$ cat src/common/face_pkg.sv
package face_pkg;

  // Basic widths
  localparam int COORD_W = 12;
  localparam int PIX_W   = 8;
  localparam int WIN     = 4;
  localparam int SUM_W   = 16;

  // Entries in the fixed stage table
  localparam int STAGE_TABLE_LEN = 4;

  // One accepted pixel with its raster position
  typedef struct packed {
    logic [COORD_W-1:0] x;
    logic [COORD_W-1:0] y;
    logic [PIX_W-1:0]   gray;
  } pixel_beat_t;

  // Region sums of one 4x4 window
  // x/y name the bottom-right pixel of the window
  typedef struct packed {
    logic [COORD_W-1:0]      x;
    logic [COORD_W-1:0]      y;
    logic signed [SUM_W-1:0] total;
    logic signed [SUM_W-1:0] top;
    logic signed [SUM_W-1:0] bottom;
    logic signed [SUM_W-1:0] left;
    logic signed [SUM_W-1:0] right;
  } window_sums_t;

  // Feature selected by a stage
  typedef enum logic [1:0] {
    FEAT_TOTAL,
    FEAT_TOP_BOTTOM,
    FEAT_LEFT_RIGHT,
    FEAT_RIGHT_LEFT
  } feature_t;

  typedef struct packed {
    feature_t                feature;
    logic signed [SUM_W-1:0] threshold;
  } stage_param_t;

  // A stage passes when feature value >= threshold
  localparam stage_param_t STAGE_TABLE [0:STAGE_TABLE_LEN-1] = '{
    '{feature: FEAT_TOTAL,      threshold: 16'sd800},
    '{feature: FEAT_TOP_BOTTOM, threshold: 16'sd60},
    '{feature: FEAT_LEFT_RIGHT, threshold: -16'sd100},
    '{feature: FEAT_RIGHT_LEFT, threshold: -16'sd300}
  };

  typedef struct packed {
    logic [COORD_W-1:0] x;
    logic [COORD_W-1:0] y;
  } candidate_t;

endpackage

$ cat src/rtl/pixel_intake.sv
`timescale 1ns/1ps

module pixel_intake #(
  parameter int FRAME_WIDTH  = 16,
  parameter int FRAME_HEIGHT = 12
) (
  input  logic                        clk,
  input  logic                        reset,
  input  logic                        i_pixel_strobe,
  input  logic [face_pkg::PIX_W-1:0]  i_pixel,
  input  logic                        i_busy,
  input  logic                        i_fifo_full,
  output logic                        o_pixel_ready,
  output face_pkg::pixel_beat_t       o_beat,
  output logic                        o_beat_valid,
  output logic                        o_frame_end
);

  logic                          accept;
  logic                          last_x;
  logic                          last_y;
  logic                          last_pixel_q;
  logic [face_pkg::COORD_W-1:0]  x_cnt;
  logic [face_pkg::COORD_W-1:0]  y_cnt;

  // Host handshake, strobe only counts while ready
  assign accept = i_pixel_strobe && o_pixel_ready;
  assign last_x = (x_cnt == face_pkg::COORD_W'(FRAME_WIDTH - 1));
  assign last_y = (y_cnt == face_pkg::COORD_W'(FRAME_HEIGHT - 1));

  // Raster counters and ready / frame-end control
  always_ff @(posedge clk)
  begin
    if (reset)
    begin
      x_cnt         <= '0;
      y_cnt         <= '0;
      o_pixel_ready <= 1'b0;
      o_beat_valid  <= 1'b0;
      last_pixel_q  <= 1'b0;
      o_frame_end   <= 1'b0;
    end
    else
    begin
      o_beat_valid <= accept;
      // Frame end trails the last pixel by two cycles
      last_pixel_q <= accept && last_x && last_y;
      o_frame_end  <= last_pixel_q;

      if (accept)
      begin
        x_cnt <= last_x ? '0 : x_cnt + 1'b1;
        if (last_x)
          y_cnt <= last_y ? '0 : y_cnt + 1'b1;
      end

      // Drop after each pixel
      // A beat still on its way to the window counts as busy too
      if (accept)
        o_pixel_ready <= 1'b0;
      else
        o_pixel_ready <= !i_busy && !i_fifo_full && !o_beat_valid;
    end
  end

  // Pixel payload with its coordinates
  always_ff @(posedge clk)
  begin
    if (accept)
    begin
      o_beat.x    <= x_cnt;
      o_beat.y    <= y_cnt;
      o_beat.gray <= i_pixel;
    end
  end

endmodule

$ cat src/window_buffer/window_buffer.sv
`timescale 1ns/1ps

module window_buffer #(
  parameter int FRAME_WIDTH  = 16,
  parameter int FRAME_HEIGHT = 12
) (
  input  logic                   clk,
  input  logic                   reset,
  input  face_pkg::pixel_beat_t  i_beat,
  input  logic                   i_beat_valid,
  output face_pkg::window_sums_t o_sums,
  output logic                   o_window_valid
);

  localparam int WIN   = face_pkg::WIN;
  localparam int PIX_W = face_pkg::PIX_W;
  localparam int SUM_W = face_pkg::SUM_W;
  localparam int XA_W  = (FRAME_WIDTH > 1) ? $clog2(FRAME_WIDTH) : 1;

  // line_buf[0] holds the row just above, line_buf[WIN-2] the oldest
  logic [PIX_W-1:0]        line_buf [0:WIN-2][0:FRAME_WIDTH-1];
  // Window rows 0 (top) .. WIN-1 (current row), columns 0 (left) .. WIN-1
  logic [PIX_W-1:0]        win      [0:WIN-1][0:WIN-1];
  logic [PIX_W-1:0]        next_win [0:WIN-1][0:WIN-1];
  logic [PIX_W-1:0]        col      [0:WIN-1];
  logic [XA_W-1:0]         xa;
  logic                    in_frame;
  logic signed [SUM_W-1:0] sum_total;
  logic signed [SUM_W-1:0] sum_top;
  logic signed [SUM_W-1:0] sum_bottom;
  logic signed [SUM_W-1:0] sum_left;
  logic signed [SUM_W-1:0] sum_right;

  assign xa = i_beat.x[XA_W-1:0];

  // Incoming column, oldest row first
  always_comb
  begin
    for (int r = 0; r < WIN - 1; r++)
      col[r] = line_buf[WIN-2-r][xa];
    col[WIN-1] = i_beat.gray;
  end

  // Window after this beat, shifted left by one column
  always_comb
  begin
    for (int r = 0; r < WIN; r++)
    begin
      for (int c = 0; c < WIN - 1; c++)
        next_win[r][c] = win[r][c+1];
      next_win[r][WIN-1] = col[r];
    end
  end

  // Region sums of the shifted window
  always_comb
  begin
    sum_total  = '0;
    sum_top    = '0;
    sum_bottom = '0;
    sum_left   = '0;
    sum_right  = '0;
    for (int r = 0; r < WIN; r++)
    begin
      for (int c = 0; c < WIN; c++)
      begin
        sum_total = sum_total + SUM_W'(next_win[r][c]);
        if (r < WIN / 2)
          sum_top = sum_top + SUM_W'(next_win[r][c]);
        else
          sum_bottom = sum_bottom + SUM_W'(next_win[r][c]);
        if (c < WIN / 2)
          sum_left = sum_left + SUM_W'(next_win[r][c]);
        else
          sum_right = sum_right + SUM_W'(next_win[r][c]);
      end
    end
  end

  // Whole 4x4 inside this frame, stale rows of an older frame are excluded
  assign in_frame = (i_beat.x >= face_pkg::COORD_W'(WIN - 1))
                 && (i_beat.x <  face_pkg::COORD_W'(FRAME_WIDTH))
                 && (i_beat.y >= face_pkg::COORD_W'(WIN - 1))
                 && (i_beat.y <  face_pkg::COORD_W'(FRAME_HEIGHT));

  always_ff @(posedge clk)
  begin
    if (reset)
      o_window_valid <= 1'b0;
    else
      o_window_valid <= i_beat_valid && in_frame;
  end

  // Line buffers, window and sums move together on each beat
  always_ff @(posedge clk)
  begin
    if (i_beat_valid)
    begin
      line_buf[0][xa] <= i_beat.gray;
      for (int k = 1; k < WIN - 1; k++)
        line_buf[k][xa] <= line_buf[k-1][xa];
      win           <= next_win;
      o_sums.x      <= i_beat.x;
      o_sums.y      <= i_beat.y;
      o_sums.total  <= sum_total;
      o_sums.top    <= sum_top;
      o_sums.bottom <= sum_bottom;
      o_sums.left   <= sum_left;
      o_sums.right  <= sum_right;
    end
  end

endmodule

$ cat src/cascade/stage_rom.sv
`timescale 1ns/1ps

module stage_rom #(
  parameter int NUM_STAGES = 4
) (
  input  logic                   clk,
  input  logic [((NUM_STAGES > 1) ? $clog2(NUM_STAGES) : 1)-1:0] i_stage_index,
  output face_pkg::stage_param_t o_stage
);

  localparam int IDX_W = (NUM_STAGES > 1) ? $clog2(NUM_STAGES) : 1;

  logic [IDX_W-1:0] rd_index;

  // Indexes past the last stage fall back to stage 0
  always_comb
  begin
    if (int'(i_stage_index) < NUM_STAGES)
      rd_index = i_stage_index;
    else
      rd_index = '0;
  end

  // One-cycle table read
  always_ff @(posedge clk)
  begin
    o_stage <= face_pkg::STAGE_TABLE[rd_index];
  end

endmodule

$ cat src/cascade/cascade_classifier.sv
`timescale 1ns/1ps

module cascade_classifier #(
  parameter int NUM_STAGES = 4
) (
  input  logic                   clk,
  input  logic                   reset,
  input  face_pkg::window_sums_t i_sums,
  input  logic                   i_window_valid,
  output logic                   o_busy,
  output logic                   o_push,
  output face_pkg::candidate_t   o_candidate
);

  localparam int IDX_W = (NUM_STAGES > 1) ? $clog2(NUM_STAGES) : 1;
  localparam int SUM_W = face_pkg::SUM_W;

  logic                    eval_active;
  logic [IDX_W-1:0]        stage_idx;
  logic [IDX_W-1:0]        rom_index;
  face_pkg::stage_param_t  rom_stage;
  face_pkg::window_sums_t  sums_q;
  logic signed [SUM_W-1:0] feat_value;
  logic                    stage_pass;
  logic                    last_stage;

  // Fetch one stage ahead of evaluation
  // Stage 0 is fetched in the cycle the window arrives
  assign rom_index = eval_active ? IDX_W'(stage_idx + 1'b1) : '0;

  stage_rom #(
    .NUM_STAGES (NUM_STAGES)
  ) u_stage_rom (
    .clk           (clk),
    .i_stage_index (rom_index),
    .o_stage       (rom_stage)
  );

  // Feature value picked by the current stage
  always_comb
  begin
    case (rom_stage.feature)
      face_pkg::FEAT_TOTAL:      feat_value = sums_q.total;
      face_pkg::FEAT_TOP_BOTTOM: feat_value = sums_q.top - sums_q.bottom;
      face_pkg::FEAT_LEFT_RIGHT: feat_value = sums_q.left - sums_q.right;
      default:                   feat_value = sums_q.right - sums_q.left;
    endcase
  end

  // Signed compare
  assign stage_pass = (feat_value >= rom_stage.threshold);
  assign last_stage = (stage_idx == IDX_W'(NUM_STAGES - 1));

  // Stage sequencing, early exit on first failure
  always_ff @(posedge clk)
  begin
    if (reset)
    begin
      eval_active <= 1'b0;
      stage_idx   <= '0;
    end
    else if (i_window_valid)
    begin
      eval_active <= 1'b1;
      stage_idx   <= '0;
    end
    else if (eval_active)
    begin
      if (!stage_pass || last_stage)
      begin
        eval_active <= 1'b0;
        stage_idx   <= '0;
      end
      else
        stage_idx <= stage_idx + 1'b1;
    end
  end

  // Held for the whole evaluation
  always_ff @(posedge clk)
  begin
    if (i_window_valid)
      sums_q <= i_sums;
  end

  // Busy also covers the cycle the window shows up
  assign o_busy = i_window_valid || eval_active;

  // Push in the same cycle the last stage passes
  assign o_push        = eval_active && last_stage && stage_pass;
  assign o_candidate.x = sums_q.x;
  assign o_candidate.y = sums_q.y;

endmodule

$ cat src/rtl/result_fifo.sv
`timescale 1ns/1ps

module result_fifo #(
  parameter int RESULT_DEPTH = 8
) (
  input  logic                         clk,
  input  logic                         reset,
  input  logic                         i_push,
  input  face_pkg::candidate_t         i_candidate,
  input  logic                         i_result_sent,
  output logic                         o_full,
  output logic                         o_result_valid,
  output logic [face_pkg::COORD_W-1:0] o_result_data,
  output logic                         o_result_end
);

  localparam int PTR_W = (RESULT_DEPTH > 1) ? $clog2(RESULT_DEPTH) : 1;
  localparam int CNT_W = $clog2(RESULT_DEPTH + 1);

  face_pkg::candidate_t mem [0:RESULT_DEPTH-1];
  logic [PTR_W-1:0]     wr_ptr;
  logic [PTR_W-1:0]     rd_ptr;
  logic [CNT_W-1:0]     count;
  // Low while the x word is shown, high for the y word
  logic                 half_sel;
  logic                 do_push;
  logic                 take_word;
  logic                 do_pop;

  assign do_push   = i_push && !o_full;
  assign take_word = i_result_sent && o_result_valid;
  // Entry leaves once its y word is taken
  assign do_pop    = take_word && half_sel;

  // Pointers, occupancy and word select
  always_ff @(posedge clk)
  begin
    if (reset)
    begin
      wr_ptr   <= '0;
      rd_ptr   <= '0;
      count    <= '0;
      half_sel <= 1'b0;
    end
    else
    begin
      if (do_push)
        wr_ptr <= (wr_ptr == PTR_W'(RESULT_DEPTH - 1)) ? '0 : wr_ptr + 1'b1;
      if (do_pop)
        rd_ptr <= (rd_ptr == PTR_W'(RESULT_DEPTH - 1)) ? '0 : rd_ptr + 1'b1;

      case ({do_push, do_pop})
        2'b10:   count <= count + 1'b1;
        2'b01:   count <= count - 1'b1;
        default: count <= count;
      endcase

      if (take_word)
        half_sel <= !half_sel;
    end
  end

  // Candidate storage
  always_ff @(posedge clk)
  begin
    if (do_push)
      mem[wr_ptr] <= i_candidate;
  end

  assign o_full         = (count == CNT_W'(RESULT_DEPTH));
  assign o_result_valid = (count != '0);
  assign o_result_end   = (count == '0);

  // x word first, then y
  assign o_result_data = half_sel ? mem[rd_ptr].y : mem[rd_ptr].x;

endmodule

$ cat src/rtl/face_detector_top.sv
`timescale 1ns/1ps

module face_detector_top #(
  parameter int FRAME_WIDTH  = 16,
  parameter int FRAME_HEIGHT = 12,
  parameter int NUM_STAGES   = 4,
  parameter int RESULT_DEPTH = 8
) (
  input  logic                         clk,
  input  logic                         reset,
  input  logic                         i_pixel_strobe,
  input  logic [face_pkg::PIX_W-1:0]   i_pixel,
  input  logic                         i_result_sent,
  output logic                         o_pixel_ready,
  output logic                         o_frame_end,
  output logic                         o_result_valid,
  output logic [face_pkg::COORD_W-1:0] o_result_data,
  output logic                         o_result_end
);

  // Pixel path
  face_pkg::pixel_beat_t  beat;
  logic                   beat_valid;
  face_pkg::window_sums_t sums;
  logic                   window_valid;

  // Classifier and result path
  logic                   cascade_busy;
  logic                   push;
  face_pkg::candidate_t   candidate;
  logic                   fifo_full;

  pixel_intake #(
    .FRAME_WIDTH  (FRAME_WIDTH),
    .FRAME_HEIGHT (FRAME_HEIGHT)
  ) u_pixel_intake (
    .clk            (clk),
    .reset          (reset),
    .i_pixel_strobe (i_pixel_strobe),
    .i_pixel        (i_pixel),
    .i_busy         (cascade_busy),
    .i_fifo_full    (fifo_full),
    .o_pixel_ready  (o_pixel_ready),
    .o_beat         (beat),
    .o_beat_valid   (beat_valid),
    .o_frame_end    (o_frame_end)
  );

  window_buffer #(
    .FRAME_WIDTH  (FRAME_WIDTH),
    .FRAME_HEIGHT (FRAME_HEIGHT)
  ) u_window_buffer (
    .clk            (clk),
    .reset          (reset),
    .i_beat         (beat),
    .i_beat_valid   (beat_valid),
    .o_sums         (sums),
    .o_window_valid (window_valid)
  );

  cascade_classifier #(
    .NUM_STAGES (NUM_STAGES)
  ) u_cascade_classifier (
    .clk            (clk),
    .reset          (reset),
    .i_sums         (sums),
    .i_window_valid (window_valid),
    .o_busy         (cascade_busy),
    .o_push         (push),
    .o_candidate    (candidate)
  );

  result_fifo #(
    .RESULT_DEPTH (RESULT_DEPTH)
  ) u_result_fifo (
    .clk            (clk),
    .reset          (reset),
    .i_push         (push),
    .i_candidate    (candidate),
    .i_result_sent  (i_result_sent),
    .o_full         (fifo_full),
    .o_result_valid (o_result_valid),
    .o_result_data  (o_result_data),
    .o_result_end   (o_result_end)
  );

endmodule

$ cat config.mk
export PLATFORM = sky130hd
export DESIGN_NAME = face_detector_top
export DESIGN_NICKNAME = d
export VERILOG_FILES = /design/src/common/face_pkg.sv /design/src/rtl/pixel_intake.sv /design/src/window_buffer/window_buffer.sv /design/src/cascade/stage_rom.sv /design/src/cascade/cascade_classifier.sv /design/src/rtl/result_fifo.sv /design/src/rtl/face_detector_top.sv
export SDC_FILE = /design/constraint.sdc
export NUM_CORES = 1
export LEC_CHECK = 0
export BUFFER_PORTS_ARGS = -buffer_cell sky130_fd_sc_hd__buf_4
export CORE_MARGIN = 5
export CORE_UTILIZATION = 30
export CTS_CLUSTER_SIZE = 24
export DETAILED_ROUTE_END_ITERATION = 7
export GPL_ROUTABILITY_DRIVEN = 0
export PLACE_DENSITY = 0.54
export SETUP_SLACK_MARGIN = 0.05
export SYNTH_ARGS = -nofsm -noshare
export SYNTH_HDL_FRONTEND = slang
export SYNTH_SLANG_ARGS = --single-unit
$ cat constraint.sdc
create_clock -name clk -period 8.4 [get_ports clk]
set_input_delay 1.26 -clock clk [delete_from_list [all_inputs] [get_ports clk]]
set_output_delay 1.26 -clock clk [all_outputs]
set_load 0.03 [all_outputs]
==> summary by stage, run 1 <==
Run status
The run finished with clean final reports.

Power and ir drop
The clock group share of total power is 22.7%. Of the total power, combinational logic draws 48.9%. The switching power of the nets is 0.006689 W. IR analysis of the VDD net gives a maximum drop of 1377 uV. The leakage power is 17.96 nW.

Of the total power, the share spent switching nets is 33.31%. The share of power burned in registers is about 28%. In this run the power density over the cells is between 300 and 400 nW/um^2. The internal power component is 0.01339 W.

Placed design
The number of I/O port buffers is 27. Before CTS, the worst setup slack after placement is -0.2375 ns. The post-DP HPWL is 59940 um.

Clock tree
The tree built by TritonCTS fans out to 928 sinks. The number of hold-repair buffers added at the cts stage is 0. The insertion delay of the later-clocked pin in the worst-skew pair is 0.71 ns. Clock-pin slew was measured on the worst setup and hold paths at 0.06 ns.

The H-tree was split into 3 levels. The clock tree root driver cell is sky130_fd_sc_hd__clkbuf_16. In this run, CTS created clock tree buffers numbering 99.

The number of buffers on the longest clock path is 3. TritonCTS built the clock tree.

Synthesis
Synthesis instantiated 72 different standard cells from the library. The synthesized cell area is 43200 sq um. The net count after synthesis is 2918. In the synthesized netlist the dominant register cell turns out to be sky130_fd_sc_hd__edfxtp_1.

The number of storage elements in the synthesis netlist is 928. After technology mapping, the gate count stands at 2539. In the synthesized netlist the async set-or-reset flop fraction comes to 0%. Yosys printed 0 warnings.

For this run, the register share of the synthesized area comes to 63.26%. The mean post-synth cell area is about 17 sq um. The number of enable flip-flop cells after synthesis is 874.

Finish
The net count of the finished layout is 3125. The number of antenna diodes in the final layout is 0. The leading cell type in the layout, fill and taps excluded is sky130_fd_sc_hd__edfxtp_1. The library cells used most frequently in the layout, excluding fill and tap cells, are 874 x sky130_fd_sc_hd__edfxtp_1, 340 x sky130_fd_sc_hd__inv_1, 203 x sky130_fd_sc_hd__fa_1. Cells fill between 30% and 40% of the core in the end. Cells with a size suffix above 1 make up 21.04% of the layout. Compared with the post-synthesis result, the final layout area differs by 17.23%.

Timing
Static timing analysis puts the maximum clock frequency at 0.1191 GHz. For the final database, setup skew stands at 0.06424 ns. The pin slew with the least headroom to its limit is approximately 1.1 ns. The count of final max-slew check failures came to 0. The worst pin sits at a relative slew slack of 23.83%.

The worst setup slack after layout is a little over 0.005 ns. Setup repair after global routing could not meet its margin everywhere. The number of failing hold endpoints at the final stage is 0. Setup violations remaining at the end of the flow were counted as 0. Counting I/O delays and the setup requirement, the final critical path takes 8.395 ns. On the final layout, the worst hold slack is 0.4043 ns. Of the available clock period, the critical path in the final layout requires 99.94%.

Global route
In the global route stage, overall resource usage came out at around an eighth. The number of global-route vias before repair was 22600. Global routing finished with a remaining overflow of 0. The initial antenna violation count was 1. For this run, global-route usage on met3 was measured as 2.036%. The first global-routing pass estimated 142900 um of wire. The maximum number of pins on one net before global-route repair is 157. For this run, global-route usage on met1 was measured as 17.66%. For met2 alone, demand over resource in global routing was 20.01%.

In this run the most used layer during global routing was met2.

Routing
Summing over every cut layer, the via total after detailed routing is 21526. Wires add up to 93330 um. The detailed-route DRC error count is 0. The remaining antenna violation count after routing is 0.

The detailed router finished its first iteration with 1617 violations. The detailed-router iteration count before antenna repair is 5. The routed length per instance is 19.71 um. Using the TritonRoute via totals, the vias-per-cell ratio works out to 4.545.

Critical path
The nature of the critical path startpoint is a flip-flop. The family of cells with the greatest summed delay on the critical path is adder cells. STA puts the critical path data required time at about 8.9 ns. For this design, the slowest cell found on the critical path is sky130_fd_sc_hd__fa_1.

The category of the most critical setup path is flip-flop to flip-flop. The count of buffer and inverter cells on the critical path is 7. The cell that appears most often on the critical path is sky130_fd_sc_hd__fa_1.

The largest fanout of any net on the critical path is 7. The maximum single-stage delay on the critical path is approximately 0.56 ns. STA classifies the critical path endpoint as a flip-flop.

The data arrival time of the critical path is 8.86 ns.

Floorplan
The die is approximately 390 um wide. The height of the chip is 389.5 um. The floorplan row count is 139. Pin placement for this block handled 28 I/O pins.

For this configuration, the core starts out at a cell density of between 30% and 40%. The area inside the core boundary is 143300 sq um. The die area is between 150000 and 200000 sq um.

Min path
The type of the worst min-delay path is flip-flop to flip-flop.

Run
The count of maximum capacitance violations is 0.
==> state kept, by name, indices dropped and copies added, names as in the netlist, named ones only <==
name,flops
u_window_buffer.line_buf,384
u_result_fifo.mem,192
u_window_buffer.next_win,96
u_window_buffer.o_sums,85
u_cascade_classifier.sums_q,61
u_pixel_intake.o_beat,32
u_cascade_classifier.o_candidate,24
u_pixel_intake.x_cnt,12
u_pixel_intake.y_cnt,12
u_cascade_classifier.u_stage_rom.o_stage,8
u_result_fifo.count,4
u_result_fifo.rd_ptr,3
u_result_fifo.wr_ptr,3
u_cascade_classifier.stage_idx,2
u_cascade_classifier.eval_active,1
u_pixel_intake.last_pixel_q,1
u_pixel_intake.o_beat_valid,1
u_pixel_intake.o_frame_end,1
u_pixel_intake.o_pixel_ready,1
u_result_fifo.half_sel,1
u_window_buffer.o_window_valid,1
==> final cells by class <==
cell class                 count  area [sq um]
clock buffer                 108          2532
clock inverter                80         904.6
fill                       13597         92670
inverter                     347          1303
multi-input combinational   1205         14720
sequential                   928         27340
tap                         1903          2381
timing repair buffer         165          1458
==> logic make-up after synthesis <==
logic type	synth area share [%]
and+or+nand+nor	3.850
adders and majority gates	14.21
muxes	9.634
DFF	63.26
AOI/OAI and AO/OA	3.580
buffers and inverters	3.621
xor gates and xnor gates	1.845
==> cells in the mapped netlist (4+ instances only) <==
cell type / n / area (sq um)
sky130_fd_sc_hd__xnor2_1: 56 / 490.5
sky130_fd_sc_hd__xor2_1: 35 / 306.5
sky130_fd_sc_hd__nor4b_1: 11 / 96.34
sky130_fd_sc_hd__a21o_1: 26 / 195.2
sky130_fd_sc_hd__buf_2: 14 / 70.07
sky130_fd_sc_hd__o211ai_1: 4 / 30.03
sky130_fd_sc_hd__buf_1: 8 / 30.03
sky130_fd_sc_hd__mux4_2: 183 / 4121
sky130_fd_sc_hd__o21ai_0: 39 / 195.2
sky130_fd_sc_hd__a21boi_0: 5 / 37.54
sky130_fd_sc_hd__nor2b_1: 22 / 137.6
sky130_fd_sc_hd__and3_1: 6 / 37.54
sky130_fd_sc_hd__nor4_1: 10 / 62.56
sky130_fd_sc_hd__dfxtp_1: 54 / 1081
sky130_fd_sc_hd__o21a_1: 9 / 67.56
sky130_fd_sc_hd__nand4_1: 8 / 50.05
sky130_fd_sc_hd__nor3_1: 30 / 150.1
sky130_fd_sc_hd__a31oi_1: 10 / 62.56
sky130_fd_sc_hd__nand2_1: 51 / 191.4
sky130_fd_sc_hd__o41ai_1: 5 / 43.79
sky130_fd_sc_hd__or3_1: 4 / 25.02
sky130_fd_sc_hd__and2_1: 6 / 37.54
sky130_fd_sc_hd__fa_1: 206 / 4124
sky130_fd_sc_hd__nor2_1: 99 / 371.6
sky130_fd_sc_hd__a211oi_1: 9 / 67.56
sky130_fd_sc_hd__nor3b_1: 4 / 30.03
sky130_fd_sc_hd__nand3b_1: 11 / 82.58
sky130_fd_sc_hd__edfxtp_1: 874 / 26250
sky130_fd_sc_hd__o22ai_1: 4 / 25.02
sky130_fd_sc_hd__nand3_1: 21 / 105.1
sky130_fd_sc_hd__o31ai_1: 6 / 45.04
sky130_fd_sc_hd__mux2i_1: 4 / 40.04
sky130_fd_sc_hd__a21oi_1: 77 / 385.4
sky130_fd_sc_hd__o21bai_1: 11 / 82.58
sky130_fd_sc_hd__nand2b_1: 22 / 137.6
sky130_fd_sc_hd__inv_1: 347 / 1303
sky130_fd_sc_hd__ha_1: 161 / 2014
sky130_fd_sc_hd__clkbuf_1: 33 / 123.9
==> power by group through the flow <==
| stage | logic [W] | clock network [W] | registers (W) |
|---|---|---|---|
| floorplan | 0.00548 | 0 | 0.00580 |
| global placement | 0.00846 | 0 | 0.00581 |
| detailed placement | 0.00856 | 0 | 0.00581 |
| CTS | 0.00899 | 0.00468 | 0.00571 |
| global route | 0.0110 | 0.00487 | 0.00572 |
| finish | 0.00982 | 0.00455 | 0.00571 |
==> path summary, 6_finish.rpt <==
path	start	endpoint	slack (ns)	cells past startpoint
max	u_pixel_intake.o_beat[20]	u_window_buffer.o_sums[75]	0.005	29
max reg2reg	u_pixel_intake.o_beat[20]	u_window_buffer.o_sums[75]	0.005	29
min	u_window_buffer.o_sums[86]	u_cascade_classifier.o_candidate[6]	0.40	0
min reg2reg	u_window_buffer.o_sums[86]	u_cascade_classifier.o_candidate[6]	0.40	0
==> per-stage QoR <==
| stage | instances | total power, W | cell area, sq um | TNS (ns) |
|---|---|---|---|---|
| 2_1_floorplan | 2539 | 0.01128 | 43350 | 0 |
| 3_3_place_gp | 4526 | 0.01427 | 46700 | -0.3973 |
| 3_5_place_dp | 4526 | 0.01436 | 46700 | -0.6821 |
| 4_1_cts | 4729 | 0.01939 | 50460 | -0.02623 |
| 5_1_grt | 4736 | 0.02159 | 50640 | -0.8047 |
| 6_report | 4736 | 0.02008 | 50640 | 0 |
==> routing by layer <==
layer / vias to the layer above / share of wire (%) / wire length, um
met2: 388 / 47 / 44130
met3: 122 / 4.0 / 3755
met1: 11158 / 47 / 43510
met4: 0 / 2.1 / 1936
li1: 9858 / - / -
met5: - / 0 / 0
==> what timing repair did <==
action | in CTS | in global routing
endpoints found under the setup margin | 5 | 7
setup buffers | 12 | 7
gates cloned | 4 | 0
endpoints found under the hold margin | 0 | 0
gates resized for setup | 33 | 23
pin swaps | 13 | 27
Power figures use the tool's default switching activity.
==> run 2: changes to the inputs <==
Settings changed: PLACE_DENSITY 0.54 to 0.53.
Clock period 8.4 ns to 10.85 ns, I/O delays scaled along.
==> run 2 against run 1 <==
Register-to-register slack gained 1.3 ns; non-clock buffer count shrank 82; largest cell class unchanged; highest routed layer unchanged; clock-buffer cell count grew 16; critical path type unchanged; critical endpoint unchanged; clock power shrank 24%.
==> summary by stage, run 2 (synthesis results as in run 1) <==
Finish
The share of final-layout standard cells stronger than drive strength 1 is 16.55% (-4.5 points). The final-layout fill cell count is 13605 (+0.059%). The register with the most flip-flops is u_window_buffer.line_buf. The flip-flop count of the largest register, all copies and words added is 384 (unchanged). The final net count is 3045 (-2.6%). Leaving out fill and tap cells, the most frequent cell in the layout is sky130_fd_sc_hd__edfxtp_1. The synthesis-to-layout area growth is 14.71%.

The number of standard cells in the final layout excluding fillers is 4652 (-1.8%). The top cell types in the final layout, fill and taps aside, are 874 x sky130_fd_sc_hd__edfxtp_1, 346 x sky130_fd_sc_hd__inv_1, 206 x sky130_fd_sc_hd__fa_1. The number of diodes added for antenna fixing is 0 (unchanged).

Routing
The number of vias after detailed routing is 21017 (-2.4%). The iteration-0 DRC count of the detailed router is 1320 (-18%). The via density per instance is 4.518 (-0.60%).

The detailed-route DRC error count was 0 (unchanged). The routed length per instance is 19.98 um (+1.4%). The remaining antenna violation count after routing was 0 (unchanged). The total length of routed wires came to 92950 um (-0.41%).

The detailed-router iteration count before antenna repair is 5 (unchanged).

Critical path
The family of cells with the greatest summed delay on the critical path is adder cells. The most numerous cell type found on the critical path is sky130_fd_sc_hd__fa_1. The data arrival time of the critical path is 9.95 ns (+1.09 ns). The number of cell instances on the worst register-to-register path was 28 (-3.4%). The slowest library cell on the worst path is sky130_fd_sc_hd__edfxtp_1. STA classifies the critical path startpoint as a flip-flop. The startpoint identified for the worst register-to-register timing path is u_pixel_intake.o_beat[20].

The category of the worst setup path capture point is a flip-flop. The setup path with the least slack is of type flip-flop to flip-flop. In this run the critical register-to-register path is captured at u_window_buffer.o_sums[75]. The worst endpoint required time is 11.28 ns (+2.42 ns). The register-to-register path setup slack is 1.33 ns (+1.32 ns). The maximum single-stage delay on the critical path is 0.85 ns (+0.29 ns). The count of buffer and inverter cells on the critical path was 6 (-1). The largest fanout of any net on the critical path is 21 (+14).

Min path
The worst hold path belongs to the class flip-flop to flip-flop. The instance count along the most critical hold path came to 0 (unchanged). The endpoint of the worst hold-timing path is u_cascade_classifier.sums_q[5]. The startpoint identified for the worst hold timing path is u_window_buffer.o_sums[5].

Timing
The pin slew with the least headroom to its limit is 1.127 ns (-0.01306 ns). The timing-limited maximum frequency is 0.1050 GHz (-12%). The worst-case clock skew is 0.05586 ns (-0.008385 ns). Setup repair after global routing left no endpoint under its margin. The post-route setup TNS is 0 ns (unchanged). The final setup violation count is 0 (unchanged). The worst slack on hold paths is 0.4110 ns (+0.006734 ns). The time the worst path needs with I/O delays and setup is 9.521 ns (+1.126 ns). The number of failing hold endpoints at the final stage is 0 (unchanged). The max-slew headroom at the worst pin is 24.70% (+0.87 points). The count of final max-slew check failures is 0 (unchanged). The share of the clock period used by the worst path after layout is 87.75% (-12 points).

Global route
The maximum number of pins on one net before global-route repair was 145 (-7.6%). The number of global-route vias before repair is 22506 (-0.42%). The total track usage is 12.41% (about the same). The overall overflow remaining after global route is 0 (unchanged).

The initial antenna violation count is 0 (-1). The wire length of the first global-routing pass is 142500 um (-0.25%).

Power and ir drop
The maximum resistive drop on vdd is 874.4 uV (-36%). The leakage power is 17.42 nW (-3.0%). The total power divided by cell area came to 264.1 nW/um^2 (-33%).

Clock tree
The clock tree root driver cell is sky130_fd_sc_hd__clkbuf_16. The number of buffers added for setup after CTS is 0 (-12). The total clock buffers created by CTS came to 101 (+2.0%). The number of buffers on the longest clock path is 3 (unchanged).

The CTS tree is yes. The number of sinks handled by clock tree synthesis is 928 (unchanged). The insertion delay of the later-clocked pin in the worst-skew pair was 0.71 ns (about the same). The number of H-tree branching levels is 3 (unchanged). The number of hold-repair buffers added at the cts stage was 0 (unchanged). The post-CTS clock slew at the launch and capture registers of the worst setup and hold paths is 0.06 ns (about the same). The post-CTS resize count came to 0 (-100%).

Floorplan
The height of the chip came to 389.5 um (unchanged). The die area was 151700 sq um (unchanged). The area inside the core boundary is 143300 sq um (unchanged). The number of placed I/O pins is 28 (unchanged). The initial standard-cell utilization of the core is 30.14% (unchanged).

The die outline width is 389.5 um (unchanged). The floorplan row count was 139 (unchanged).

Placed design
The number of I/O port buffers was 27 (unchanged). The number of cells after detailed placement came to 4466 (-1.3%). The post-DP HPWL is 61080 um (+1.9%).

Run
The count of maximum capacitance violations was 0 (unchanged).

Run status
The flow ran to the end, and the final reports show no timing, DRC or antenna violations.
==> run 2: changes by cell type in the layout (fill, tap and decap cells not counted), moves of 5 or more <==
| cell | before | now |
|---|---|---|
| sky130_fd_sc_hd__buf_4 | 147 | 79 |
| sky130_fd_sc_hd__buf_6 | 5 | 0 |
| sky130_fd_sc_hd__clkbuf_1 | 8 | 21 |
| sky130_fd_sc_hd__clkinv_2 | 22 | 12 |
| sky130_fd_sc_hd__ha_1 | 151 | 161 |
| sky130_fd_sc_hd__ha_4 | 8 | 0 |
| sky130_fd_sc_hd__inv_1 | 340 | 346 |
| sky130_fd_sc_hd__inv_2 | 7 | 1 |
| sky130_fd_sc_hd__o21ai_0 | 34 | 39 |
| sky130_fd_sc_hd__o21ai_2 | 5 | 0 |
==> run 2: where the power goes <==
| group | switching (W) | internal (W) | leakage (nW) |
|---|---|---|---|
| Clock | 0.00143 | 0.00205 | 1.63 |
| Sequential | 0.0000419 | 0.00438 | 8.32 |
| Combinational | 0.00288 | 0.00230 | 7.47 |
| Total | 0.00435 | 0.00873 | 17.4 |
==> run 2: layout make-up <==
class                      instances  area (sq um)  share of cell area [%]
multi-input combinational       1205         14460                   29.19
sequential                       928         27340                   55.17
inverter                         347          1303                   2.629
tap                             1903          2381                   4.805
clock buffer                     124          2645                   5.338
timing repair buffer              83         673.1                   1.358
clock inverter                    62         747.0                   1.507
==> run 2: metrics by stage <==
step / worst slack (ns) / total power, W / area, sq um / util [%]
6_report: 1.329 / 0.01309 / 49550 / 34.58
3_3_place_gp: 1.296 / 0.009779 / 46160 / 32.21
3_5_place_dp: 1.247 / 0.009769 / 46160 / 32.21
2_1_floorplan: 1.886 / 0.008533 / 43200 / -
5_1_grt: 0.7922 / 0.01414 / 49550 / 34.58
4_1_cts: 1.212 / 0.01332 / 49550 / 34.58
==> run 2: routing by layer <==
layer / track usage [%] / share of wire [%] / routed length [um] / vias up
met2: 20.28 / 48 / 44600 / 342
met5: 0 / 0 / 0 / -
met4: 3.290 / 2.3 / 2158 / 0
li1: - / - / - / 9698
met1: 17.01 / 46 / 42420 / 10843
met3: 2.490 / 4.0 / 3764 / 134
==> run 2: how the worst max path moves through the flow <==
stage                                         start  slack [ns]  cells after the start                         end
after floorplan           u_pixel_intake.o_beat[20]        1.89                     30  u_window_buffer.o_sums[75]
final                     u_pixel_intake.o_beat[20]        1.33                     28  u_window_buffer.o_sums[75]
after CTS                 u_pixel_intake.o_beat[20]        1.21                     28  u_window_buffer.o_sums[75]
after detailed placement  u_pixel_intake.o_beat[20]        1.25                     28  u_window_buffer.o_sums[75]
after global routing      u_pixel_intake.o_beat[20]        0.79                     29  u_window_buffer.o_sums[75]
after global placement    u_pixel_intake.o_beat[20]        1.30                     28  u_window_buffer.o_sums[75]
